$ cat config.mk
export PLATFORM = sky130hd
export DESIGN_NAME = unmap_top
export DESIGN_NICKNAME = d
export VERILOG_FILES = /design/src/unmap_pkg.sv /design/src/cid_fifo.sv /design/src/unmap_batch_fsm.sv /design/src/unmap_timers.sv /design/src/unmap_top.sv
export SDC_FILE = /design/constraint.sdc
export NUM_CORES = 1
export LEC_CHECK = 0
export ABC_AREA = 1
export BUFFER_PORTS_ARGS = -buffer_cell sky130_fd_sc_hd__buf_4
export CORE_ASPECT_RATIO = 0.75
export CORE_MARGIN = 2
export CORE_UTILIZATION = 30
export CTS_CLUSTER_DIAMETER = 200
export DETAILED_ROUTE_END_ITERATION = 7
export PLACE_DENSITY_LB_ADDON = 0.1
export SLEW_MARGIN = 25
export SYNTH_ARGS = -nofsm -noshare
export SYNTH_HDL_FRONTEND = slang
export SYNTH_HIERARCHICAL = 1
export SYNTH_SLANG_ARGS = --single-unit
export TNS_END_PERCENT = 50
$ cat constraint.sdc
create_clock -name clk -period 6.8 [get_ports clk]
set_clock_uncertainty 0.1 [all_clocks]
set_input_delay 0.68 -clock clk [delete_from_list [all_inputs] [get_ports clk]]
set_output_delay 0.68 -clock clk [all_outputs]
set_load 0.005 [all_outputs]
$ cat src/unmap_pkg.sv
// ---------------------------------------------------------
// unmap coalescer shared definitions
// widths, fifo depth, batch cap, state and event encodings
// ---------------------------------------------------------

package unmap_pkg;

   // ---------------------------------------------------------
   // command and buffer ids
   // ---------------------------------------------------------

   // command id from command tracking
   localparam int cid_width = 16;

   // write buffer id from the buffer manager
   localparam int wbufid_width = 3;

   // ---------------------------------------------------------
   // fifo sizing
   // ---------------------------------------------------------

   // each cid fifo holds every cid the tracker can have outstanding
   localparam int fifo_depth = 16;

   // occupancy count, one bit wider than the pointers
   localparam int used_width = $clog2(fifo_depth) + 1;

   // ---------------------------------------------------------
   // timers, counts and status
   // ---------------------------------------------------------

   // combine delay and idle timers in microseconds
   localparam int timer1_width = 12;

   // gap between batches in microseconds
   localparam int timer2_width = 20;

   // range count, request count and relative offset
   localparam int count_width = 8;

   // hard limit on ranges per deallocate command
   localparam int max_ranges = 250;

   // completion status passed back per cid
   localparam int status_width = 15;

   // batch state machine
   typedef enum logic [3:0] {
      idle,
      wbuf,
      req,
      req_next,
      rsp_wait,
      rsp_free,
      rsp_cpl,
      rsp_next
   } unmap_state_t;

   // events sent to command tracking
   typedef enum logic [3:0] {
      ev_write      = 4'd0,
      ev_write_last = 4'd1,
      ev_cpl        = 4'd2
   } unmap_event_t;

endpackage

$ cat src/cid_fifo.sv
// ---------------------------------------------------------
// cid fifo: circular buffer with valid, pop and occupancy
// ---------------------------------------------------------

`timescale 1ns/1ns

module cid_fifo
(
   input  logic                              clk,
   input  logic                              reset,
   input  logic                              push,
   input  logic [unmap_pkg::cid_width-1:0]   din,
   input  logic                              pop,
   output logic                              valid,
   output logic [unmap_pkg::cid_width-1:0]   dout,
   output logic [unmap_pkg::used_width-1:0]  used
);
   import unmap_pkg::*;

   logic [cid_width-1:0]  mem [fifo_depth];
   logic [used_width-2:0] wr_ptr;
   logic [used_width-2:0] rd_ptr;

   // storage
   always_ff @(posedge clk)
   begin
      if (push)
         mem[wr_ptr] <= din;
   end

   // pointers wrap naturally, depth is a power of two
   always_ff @(posedge clk or posedge reset)
   begin
      if (reset)
      begin
         wr_ptr <= '0;
         rd_ptr <= '0;
         used   <= '0;
      end
      else
      begin
         if (push)
            wr_ptr <= wr_ptr + 1'b1;
         if (pop)
            rd_ptr <= rd_ptr + 1'b1;
         case ({push, pop})
            2'b10:   used <= used + 1'b1;
            2'b01:   used <= used - 1'b1;
            default: used <= used;
         endcase
      end
   end

   assign valid = (used != '0);
   assign dout  = mem[rd_ptr];

   a_no_overflow: assert property (@(posedge clk) disable iff (reset)
      push |-> (used != used_width'(fifo_depth)));

   a_no_underflow: assert property (@(posedge clk) disable iff (reset)
      pop |-> valid);

endmodule

$ cat src/unmap_batch_fsm.sv
// ---------------------------------------------------------
// unmap batch state machine
// buffer allocation, write events, buffer free, completions
// ---------------------------------------------------------

`timescale 1ns/1ns

module unmap_batch_fsm
(
   input  logic                                clk,
   input  logic                                reset,
   input  logic                                combine_done,
   input  logic                                gap_done,
   input  logic                                idle_done,
   input  logic                                req_fifo_valid,
   input  logic [unmap_pkg::used_width-1:0]    req_fifo_used,
   input  logic [unmap_pkg::cid_width-1:0]     req_fifo_cid,
   output logic                                req_pop,
   input  logic                                rsp_fifo_valid,
   input  logic [unmap_pkg::cid_width-1:0]     rsp_fifo_cid,
   output logic                                rsp_pop,
   input  logic [unmap_pkg::count_width-1:0]   range_count,
   input  logic [unmap_pkg::count_width-1:0]   req_count,
   output logic                                wbuf_valid,
   input  logic [unmap_pkg::wbufid_width-1:0]  wbuf_id,
   input  logic                                wbuf_ack,
   output logic                                idfree_valid,
   output logic [unmap_pkg::wbufid_width-1:0]  idfree_wbufid,
   input  logic                                idfree_ack,
   input  logic                                cpl_valid,
   input  logic [unmap_pkg::status_width-1:0]  cpl_status,
   output logic                                cmd_valid,
   output logic [unmap_pkg::cid_width-1:0]     cmd_cid,
   output unmap_pkg::unmap_event_t             cmd_event,
   output logic [unmap_pkg::wbufid_width-1:0]  cmd_wbufid,
   output logic [unmap_pkg::status_width-1:0]  cmd_status,
   output logic [unmap_pkg::count_width-1:0]   cmd_reloff,
   input  logic                                cmd_ack,
   output logic                                batch_done
);
   import unmap_pkg::*;

   unmap_state_t            state_q, state_d;
   logic [count_width-1:0]  count_q, count_d;
   logic [wbufid_width-1:0] wbufid_q, wbufid_d;
   logic [cid_width-1:0]    cid_q, cid_d;
   logic [status_width-1:0] status_q, status_d;
   logic                    start;
   logic                    last;

   always_ff @(posedge clk or posedge reset)
   begin
      if (reset)
      begin
         state_q <= idle;
         count_q <= '0;
      end
      else
      begin
         state_q <= state_d;
         count_q <= count_d;
      end
   end

   always_ff @(posedge clk)
   begin
      wbufid_q <= wbufid_d;
      cid_q    <= cid_d;
      status_q <= status_d;
   end

   // timers expired, queue filling up, or host gone quiet
   assign start = (combine_done && gap_done) ||
                  (count_width'(req_fifo_used) >= req_count) ||
                  (req_fifo_valid && idle_done);

   // this cid closes the batch
   assign last = (count_q == range_count) ||
                 (count_q == count_width'(max_ranges)) ||
                 !req_fifo_valid;

   // ---------------------------------------------------------
   // next state and outputs
   // ---------------------------------------------------------
   always_comb
   begin
      state_d       = state_q;
      count_d       = count_q;
      wbufid_d      = wbufid_q;
      cid_d         = cid_q;
      status_d      = status_q;
      req_pop       = 1'b0;
      rsp_pop       = 1'b0;
      wbuf_valid    = 1'b0;
      idfree_valid  = 1'b0;
      idfree_wbufid = wbufid_q;
      cmd_valid     = 1'b0;
      cmd_cid       = cid_q;
      cmd_event     = ev_write;
      cmd_wbufid    = wbufid_q;
      cmd_status    = status_q;
      cmd_reloff    = count_q;
      batch_done    = 1'b0;

      case (state_q)
         idle:
         begin
            if (start)
               state_d = wbuf;
         end
         wbuf:
         begin
            wbuf_valid = 1'b1;
            count_d    = '0;
            if (wbuf_ack)
            begin
               // take the first cid along with the buffer
               wbufid_d = wbuf_id;
               cid_d    = req_fifo_cid;
               req_pop  = 1'b1;
               state_d  = req;
            end
         end
         req:
         begin
            cmd_valid = 1'b1;
            if (last)
               cmd_event = ev_write_last;
            if (cmd_ack)
            begin
               if (last)
               begin
                  batch_done = 1'b1;
                  state_d    = rsp_wait;
               end
               else
                  state_d = req_next;
            end
         end
         req_next:
         begin
            count_d = count_q + 1'b1;
            cid_d   = req_fifo_cid;
            req_pop = 1'b1;
            state_d = req;
         end
         rsp_wait:
         begin
            // one completion covers the whole batch
            if (cpl_valid)
            begin
               status_d = cpl_status;
               cid_d    = rsp_fifo_cid;
               rsp_pop  = 1'b1;
               state_d  = rsp_free;
            end
         end
         rsp_free:
         begin
            idfree_valid = 1'b1;
            if (idfree_ack)
               state_d = rsp_cpl;
         end
         rsp_cpl:
         begin
            cmd_valid = 1'b1;
            cmd_event = ev_cpl;
            if (cmd_ack)
               state_d = rsp_next;
         end
         rsp_next:
         begin
            cid_d = rsp_fifo_cid;
            if (rsp_fifo_valid)
            begin
               rsp_pop = 1'b1;
               state_d = rsp_cpl;
            end
            else
               state_d = idle;
         end
         default:
         begin
            state_d = idle;
         end
      endcase
   end

   // an event waiting for command tracking holds its fields
   a_cmd_hold: assert property (@(posedge clk) disable iff (reset)
      (cmd_valid && !cmd_ack) |=> (cmd_valid && $stable(cmd_cid) &&
         $stable(cmd_wbufid) && $stable(cmd_reloff) && $stable(cmd_status)));

endmodule

$ cat src/unmap_timers.sv
// ---------------------------------------------------------
// unmap microsecond timers
// combine delay, gap between batches, host idle
// ---------------------------------------------------------

`timescale 1ns/1ns

module unmap_timers
(
   input  logic                                clk,
   input  logic                                reset,
   input  logic                                tick,
   input  logic                                req_fifo_valid,
   input  logic                                io_idle,
   input  logic                                batch_done,
   input  logic [unmap_pkg::timer1_width-1:0]  timer1_limit,
   input  logic [unmap_pkg::timer2_width-1:0]  timer2_limit,
   output logic                                combine_done,
   output logic                                gap_done,
   output logic                                idle_done
);
   import unmap_pkg::*;

   logic [timer1_width-1:0] combine_cnt;
   logic [timer2_width-1:0] gap_cnt;
   logic [timer1_width-1:0] idle_cnt;

   // ---------------------------------------------------------
   // combine delay
   // ---------------------------------------------------------
   // runs while requests wait, so later unmaps join the batch
   always_ff @(posedge clk or posedge reset)
   begin
      if (reset)
      begin
         combine_cnt  <= '0;
         combine_done <= 1'b0;
      end
      else if (batch_done)
      begin
         combine_cnt  <= '0;
         combine_done <= 1'b0;
      end
      else if (req_fifo_valid && !combine_done && tick)
      begin
         combine_cnt <= combine_cnt + 1'b1;
         if (combine_cnt == timer1_limit)
            combine_done <= 1'b1;
      end
   end

   // ---------------------------------------------------------
   // gap after a batch
   // ---------------------------------------------------------
   // keeps deallocates from crowding out reads and writes
   // starts out expired so the first batch is not held back
   always_ff @(posedge clk or posedge reset)
   begin
      if (reset)
      begin
         gap_cnt  <= '0;
         gap_done <= 1'b1;
      end
      else if (batch_done)
      begin
         gap_cnt  <= '0;
         gap_done <= 1'b0;
      end
      else if (!gap_done && tick)
      begin
         gap_cnt <= gap_cnt + 1'b1;
         if (gap_cnt == timer2_limit)
            gap_done <= 1'b1;
      end
   end

   // host idle, any read or write traffic restarts it
   always_ff @(posedge clk or posedge reset)
   begin
      if (reset)
      begin
         idle_cnt  <= '0;
         idle_done <= 1'b0;
      end
      else if (!io_idle)
      begin
         idle_cnt  <= '0;
         idle_done <= 1'b0;
      end
      else if (!idle_done && tick)
      begin
         idle_cnt <= idle_cnt + 1'b1;
         if (idle_cnt == timer1_limit)
            idle_done <= 1'b1;
      end
   end

   a_gap_clear: assert property (@(posedge clk) disable iff (reset)
      $fell(gap_done) |-> $past(batch_done));

endmodule

$ cat src/unmap_top.sv
// ---------------------------------------------------------
// unmap coalescer top
// request and response cid fifos, timers, batch fsm
// ---------------------------------------------------------

`timescale 1ns/1ns

module unmap_top
(
   input  logic                                clk,
   input  logic                                reset,
   input  logic                                tick,
   input  logic [unmap_pkg::timer1_width-1:0]  timer1_limit,
   input  logic [unmap_pkg::timer2_width-1:0]  timer2_limit,
   input  logic [unmap_pkg::count_width-1:0]   range_count,
   input  logic [unmap_pkg::count_width-1:0]   req_count,
   input  logic                                req_valid,
   input  logic [unmap_pkg::cid_width-1:0]     req_cid,
   input  logic                                cpl_valid,
   input  logic [unmap_pkg::status_width-1:0]  cpl_status,
   input  logic                                io_idle,
   output logic                                cmd_valid,
   output logic [unmap_pkg::cid_width-1:0]     cmd_cid,
   output unmap_pkg::unmap_event_t             cmd_event,
   output logic [unmap_pkg::wbufid_width-1:0]  cmd_wbufid,
   output logic [unmap_pkg::status_width-1:0]  cmd_status,
   output logic [unmap_pkg::count_width-1:0]   cmd_reloff,
   input  logic                                cmd_ack,
   output logic                                wbuf_valid,
   input  logic [unmap_pkg::wbufid_width-1:0]  wbuf_id,
   input  logic                                wbuf_ack,
   output logic                                idfree_valid,
   output logic [unmap_pkg::wbufid_width-1:0]  idfree_wbufid,
   input  logic                                idfree_ack
);
   import unmap_pkg::*;

   logic                  req_fifo_valid;
   logic [used_width-1:0] req_fifo_used;
   logic [cid_width-1:0]  req_fifo_cid;
   logic                  req_pop;
   logic                  rsp_fifo_valid;
   logic [cid_width-1:0]  rsp_fifo_cid;
   logic                  rsp_pop;
   logic                  combine_done;
   logic                  gap_done;
   logic                  idle_done;
   logic                  batch_done;

   // no back-pressure, sized for every outstanding cid
   cid_fifo req_fifo_inst (
      .clk   (clk),
      .reset (reset),
      .push  (req_valid),
      .din   (req_cid),
      .pop   (req_pop),
      .valid (req_fifo_valid),
      .dout  (req_fifo_cid),
      .used  (req_fifo_used)
   );

   // cids move here as they are written to the buffer
   cid_fifo rsp_fifo_inst (
      .clk   (clk),
      .reset (reset),
      .push  (req_pop),
      .din   (req_fifo_cid),
      .pop   (rsp_pop),
      .valid (rsp_fifo_valid),
      .dout  (rsp_fifo_cid),
      .used  ()
   );

   unmap_timers unmap_timers_inst (
      .clk            (clk),
      .reset          (reset),
      .tick           (tick),
      .req_fifo_valid (req_fifo_valid),
      .io_idle        (io_idle),
      .batch_done     (batch_done),
      .timer1_limit   (timer1_limit),
      .timer2_limit   (timer2_limit),
      .combine_done   (combine_done),
      .gap_done       (gap_done),
      .idle_done      (idle_done)
   );

   unmap_batch_fsm unmap_batch_fsm_inst (
      .clk            (clk),
      .reset          (reset),
      .combine_done   (combine_done),
      .gap_done       (gap_done),
      .idle_done      (idle_done),
      .req_fifo_valid (req_fifo_valid),
      .req_fifo_used  (req_fifo_used),
      .req_fifo_cid   (req_fifo_cid),
      .req_pop        (req_pop),
      .rsp_fifo_valid (rsp_fifo_valid),
      .rsp_fifo_cid   (rsp_fifo_cid),
      .rsp_pop        (rsp_pop),
      .range_count    (range_count),
      .req_count      (req_count),
      .wbuf_valid     (wbuf_valid),
      .wbuf_id        (wbuf_id),
      .wbuf_ack       (wbuf_ack),
      .idfree_valid   (idfree_valid),
      .idfree_wbufid  (idfree_wbufid),
      .idfree_ack     (idfree_ack),
      .cpl_valid      (cpl_valid),
      .cpl_status     (cpl_status),
      .cmd_valid      (cmd_valid),
      .cmd_cid        (cmd_cid),
      .cmd_event      (cmd_event),
      .cmd_wbufid     (cmd_wbufid),
      .cmd_status     (cmd_status),
      .cmd_reloff     (cmd_reloff),
      .cmd_ack        (cmd_ack),
      .batch_done     (batch_done)
   );

endmodule

==> impl_results.md <==
* GR Overflow Total at 0
* Peak VDD IR at approximately 0.21 mV
* Outcome: completed
* Worst-path clk slew at 60 ps
* Pre-Repair DR Iteration Count at 5
* CTS Sinks at 630
* Final Instance Area at around 32,000 um2
* Fillers at approximately 9,100
* Initial antenna violation count at 3
* Die boundary height at 268 um
* Worst-Skew Late Latency at ~630 ps
* Max stage delay on crit path at 890 ps
* #FFs+latches synth at 630
* Nets at ~2,800
* Vias/cell at about 4.7
* Die W at 356 um
* CP endpoint kind: register
* Fin. Hold Viols at 0
* IO Port Bufs at 140
* Starting Density at a little under a third
* Min-delay src: cpl_status[13]
* Fmax at 0.281 GHz
* Seq/Total Area, Yosys at approximately 66%
* Final setup TNS at 0 ps
* Critical Path Fanout Max at 70
* RSZ-0062 raised after global routing: no
* Global-route wire length before repair at 121 mm
* Commonest non-fill, non-tap cells in the layout: edfxtp_1 (546), nand2_1 (424), nor2_1 (408)
* ANT nets after route at 0
* Post-synthesis instance area at around 28,000 um2
* Ys async rst share at between 10% and 20%
* Core area at about 92,000 um2
* Worst min-delay path class: input pin to register
* P per Cell Area at approximately 430 nW/um2
* P_leak at 12.4 nW
* DP HPWL at between 40 and 50 mm
* Top cells by area, synth: edfxtp_1 (59%), dfrtp_1 (7.5%), nor2_1 (5.9%), nand2_1 (5.7%), nand3_1 (4.2%)
* CTS resizes at 0
* Largest net degree at the start of global routing at approximately 110
* Arrival time worst endpoint at between 3000 and 4000 ps
* Cell mode on critical path: nand2_1
* Post-Synthesis Cells at roughly 2,600
* IO Count at around 140
* Gr usage total at between 15 and 20%
* Tmin final at about 3600 ps
* Via Count at ~19,000
* R2r startpoint: req_fifo_inst/rd_ptr[0]
* Ratio of cells with drive above 1 in the final layout at 12.6%
* Crit path cell chain: clkinv_2 -> buf_4 -> nor2_1 -> nor2_1 -> o21ai_0 -> nand3_1 -> nand3_1 -> nand2_1 -> nand2_1 -> nand2_1
* Startpoint types: register
* Htree depth at 3
* Commonest non-fill, non-tap cell in the layout: edfxtp_1
* Routed WL at ~81 mm
* DR WL/cell at a little over 20 um
* Final period util at between 50% and 60%
* Yosys cell types at 47
* Final core area utilization at between 30 and 40%
* TritonCTS Buffers at 71
* R2r setup slk at 3250 ps
* Drt first-iter violations at around 1,400
* Top_reg_cell synth: edfxtp_1
* EDFF count, synth at between 500 and 600
* Max cap viols at 0
* Vias in the first global route at between 15,000 and 20,000
* Gpl congestion at 0.783
* Dpl cell area at 30,100 um2
* CP startpoint: req_fifo_inst/rd_ptr[0]
* Yosys warns at 6
* Die area at approximately 95,000 um2
* Critical Path RT at 7070 ps
* WS Path Type: register to register
* Clock buffer depth at 3
* Setup violators final at 0
* Row Count at 96
* Multi-input logic area at about 7700 um2
* Clk root buf: clkbuf_16
* Pin slew with the least headroom to its limit at ~1100 ps
* Pins Over Slew Limit at 0
* Area grow syn2layout at 16.5%
* Slew margin rel. at 27.0%
* Share of the synthesized area in the top cell type at between 50% and 60%
* Area leader, netlist: edfxtp_1
* Synthesized area per cell at 10.7 um2
* Drt drc at 0
* Critical Path Slowest Stage Cell: dfrtp_4
* Register Area at about 19,000 um2
* TritonCTS clock tree: yes
[worst max-delay path, delay by kind of cell, from the launching register on]
family / cells / cell delay (ps)
flops: 1 / 890
buf+inv: 2 / 870
compound gates: 1 / 80
simple gates: 7 / 1230
[final timing paths]
path / to / cells after the start
worst max-delay path: unmap_batch_fsm_inst/cmd_cid[1] / 10
worst min-delay path: unmap_batch_fsm_inst/cmd_status[13] / 1
worst max register to register: unmap_batch_fsm_inst/cmd_cid[1] / 10
worst min register to register: unmap_timers_inst/combine_cnt[11] / 1
max in group asynchronous: unmap_timers_inst/idle_cnt[10] / 4
min in group asynchronous: unmap_batch_fsm_inst/cmd_reloff[5] / 3
[repair_timing]
action / 4_1_cts / 5_1_grt
setup buffers: 0 / 0
setup endpoints to repair: 0 / 0
hold buffers: 1 / 0
endpoints found under the hold margin: 11 / 0
[synthesized netlist by cell type (all sizes together) (28+ instances only)]
cell,count
buf,92
clkbuf,30
dfrtp,83
edfxtp,546
ha,28
nand2,433
inv,259
o211ai,91
o21ai,211
a21oi,37
nor2,446
nand3,238
[cells by family (layout without fill, tap and decap cells)]
family,after synthesis,in the layout,share of synthesized area [%]
fa+ha+maj,28,28,1.26
simple gates,1152,1152,17.2
buf+inv,383,564,6.40
compound gates,355,355,7.35
xor+xnor,40,40,1.26
flops,630,630,66.5
other cells,1,3,0.0135
[flip-flops by register name, summed over array words and instances, names as in the netlist]
name	cells
rsp_fifo_inst/wr_ptr	4
rsp_fifo_inst/used	5
unmap_timers_inst/gap_cnt	20
req_fifo_inst/used	5
rsp_fifo_inst/mem	256
unmap_batch_fsm_inst/cmd_reloff	8
req_fifo_inst/mem	256
req_fifo_inst/rd_ptr	4
unmap_batch_fsm_inst/cmd_status	15
unmap_batch_fsm_inst/cmd_cid	16
unmap_timers_inst/combine_done	1
unmap_batch_fsm_inst/cmd_wbufid	3
unmap_timers_inst/combine_cnt	12
unmap_timers_inst/gap_done	1
unmap_batch_fsm_inst/state_q	3
unmap_timers_inst/idle_cnt	12
unmap_timers_inst/idle_done	1
rsp_fifo_inst/rd_ptr	4
req_fifo_inst/wr_ptr	4
[cell type report]
class / count / share of cell area (%)
clock inverters: 43 / 1.12
repair buffers: 172 / 4.23
well taps: 1225 / 4.73
flip-flops and latches: 630 / 57.1
clock buffers: 88 / 5.90
multi-input cells: 1577 / 23.9
diodes: 1 / 0.00772
inverters: 261 / 3.05
[through the flow]
step | power, mW | hold slack [ps] | setup WS (ps) | cells
5_1_grt | 15.0 | 85.0 | 2850 | 3996
3_5_place_dp | 10.4 | 388 | 3260 | 3863
4_1_cts | 14.2 | 85.8 | 3230 | 3995
6_report | 14.0 | 131 | 3250 | 3997
3_3_place_gp | 10.3 | 390 | 3150 | 3861
2_1_floorplan | 8.75 | 350 | 3970 | 2590
[routing by layer]
layer / vias up / share of wire (%) / global-route usage (%) / wire length (um)
met5: - / 0.016 / 0 / 13
met4: 2 / 1.9 / 3.81 / 1530
met3: 107 / 5.6 / 3.85 / 4570
met2: 431 / 43 / 25.6 / 34700
met1: 9146 / 50 / 25.3 / 40500
li1: 9066 / - / - / -
[report_power, final]
part           internal (mW)  switching (mW)  leakage, nW
clock                   2.17            1.62         1.13
combinational           1.27            3.27         5.28
sequential              5.29           0.409         5.99
total                   8.73            5.30         12.4
Note: power is estimated with default switching activity, not from simulation.
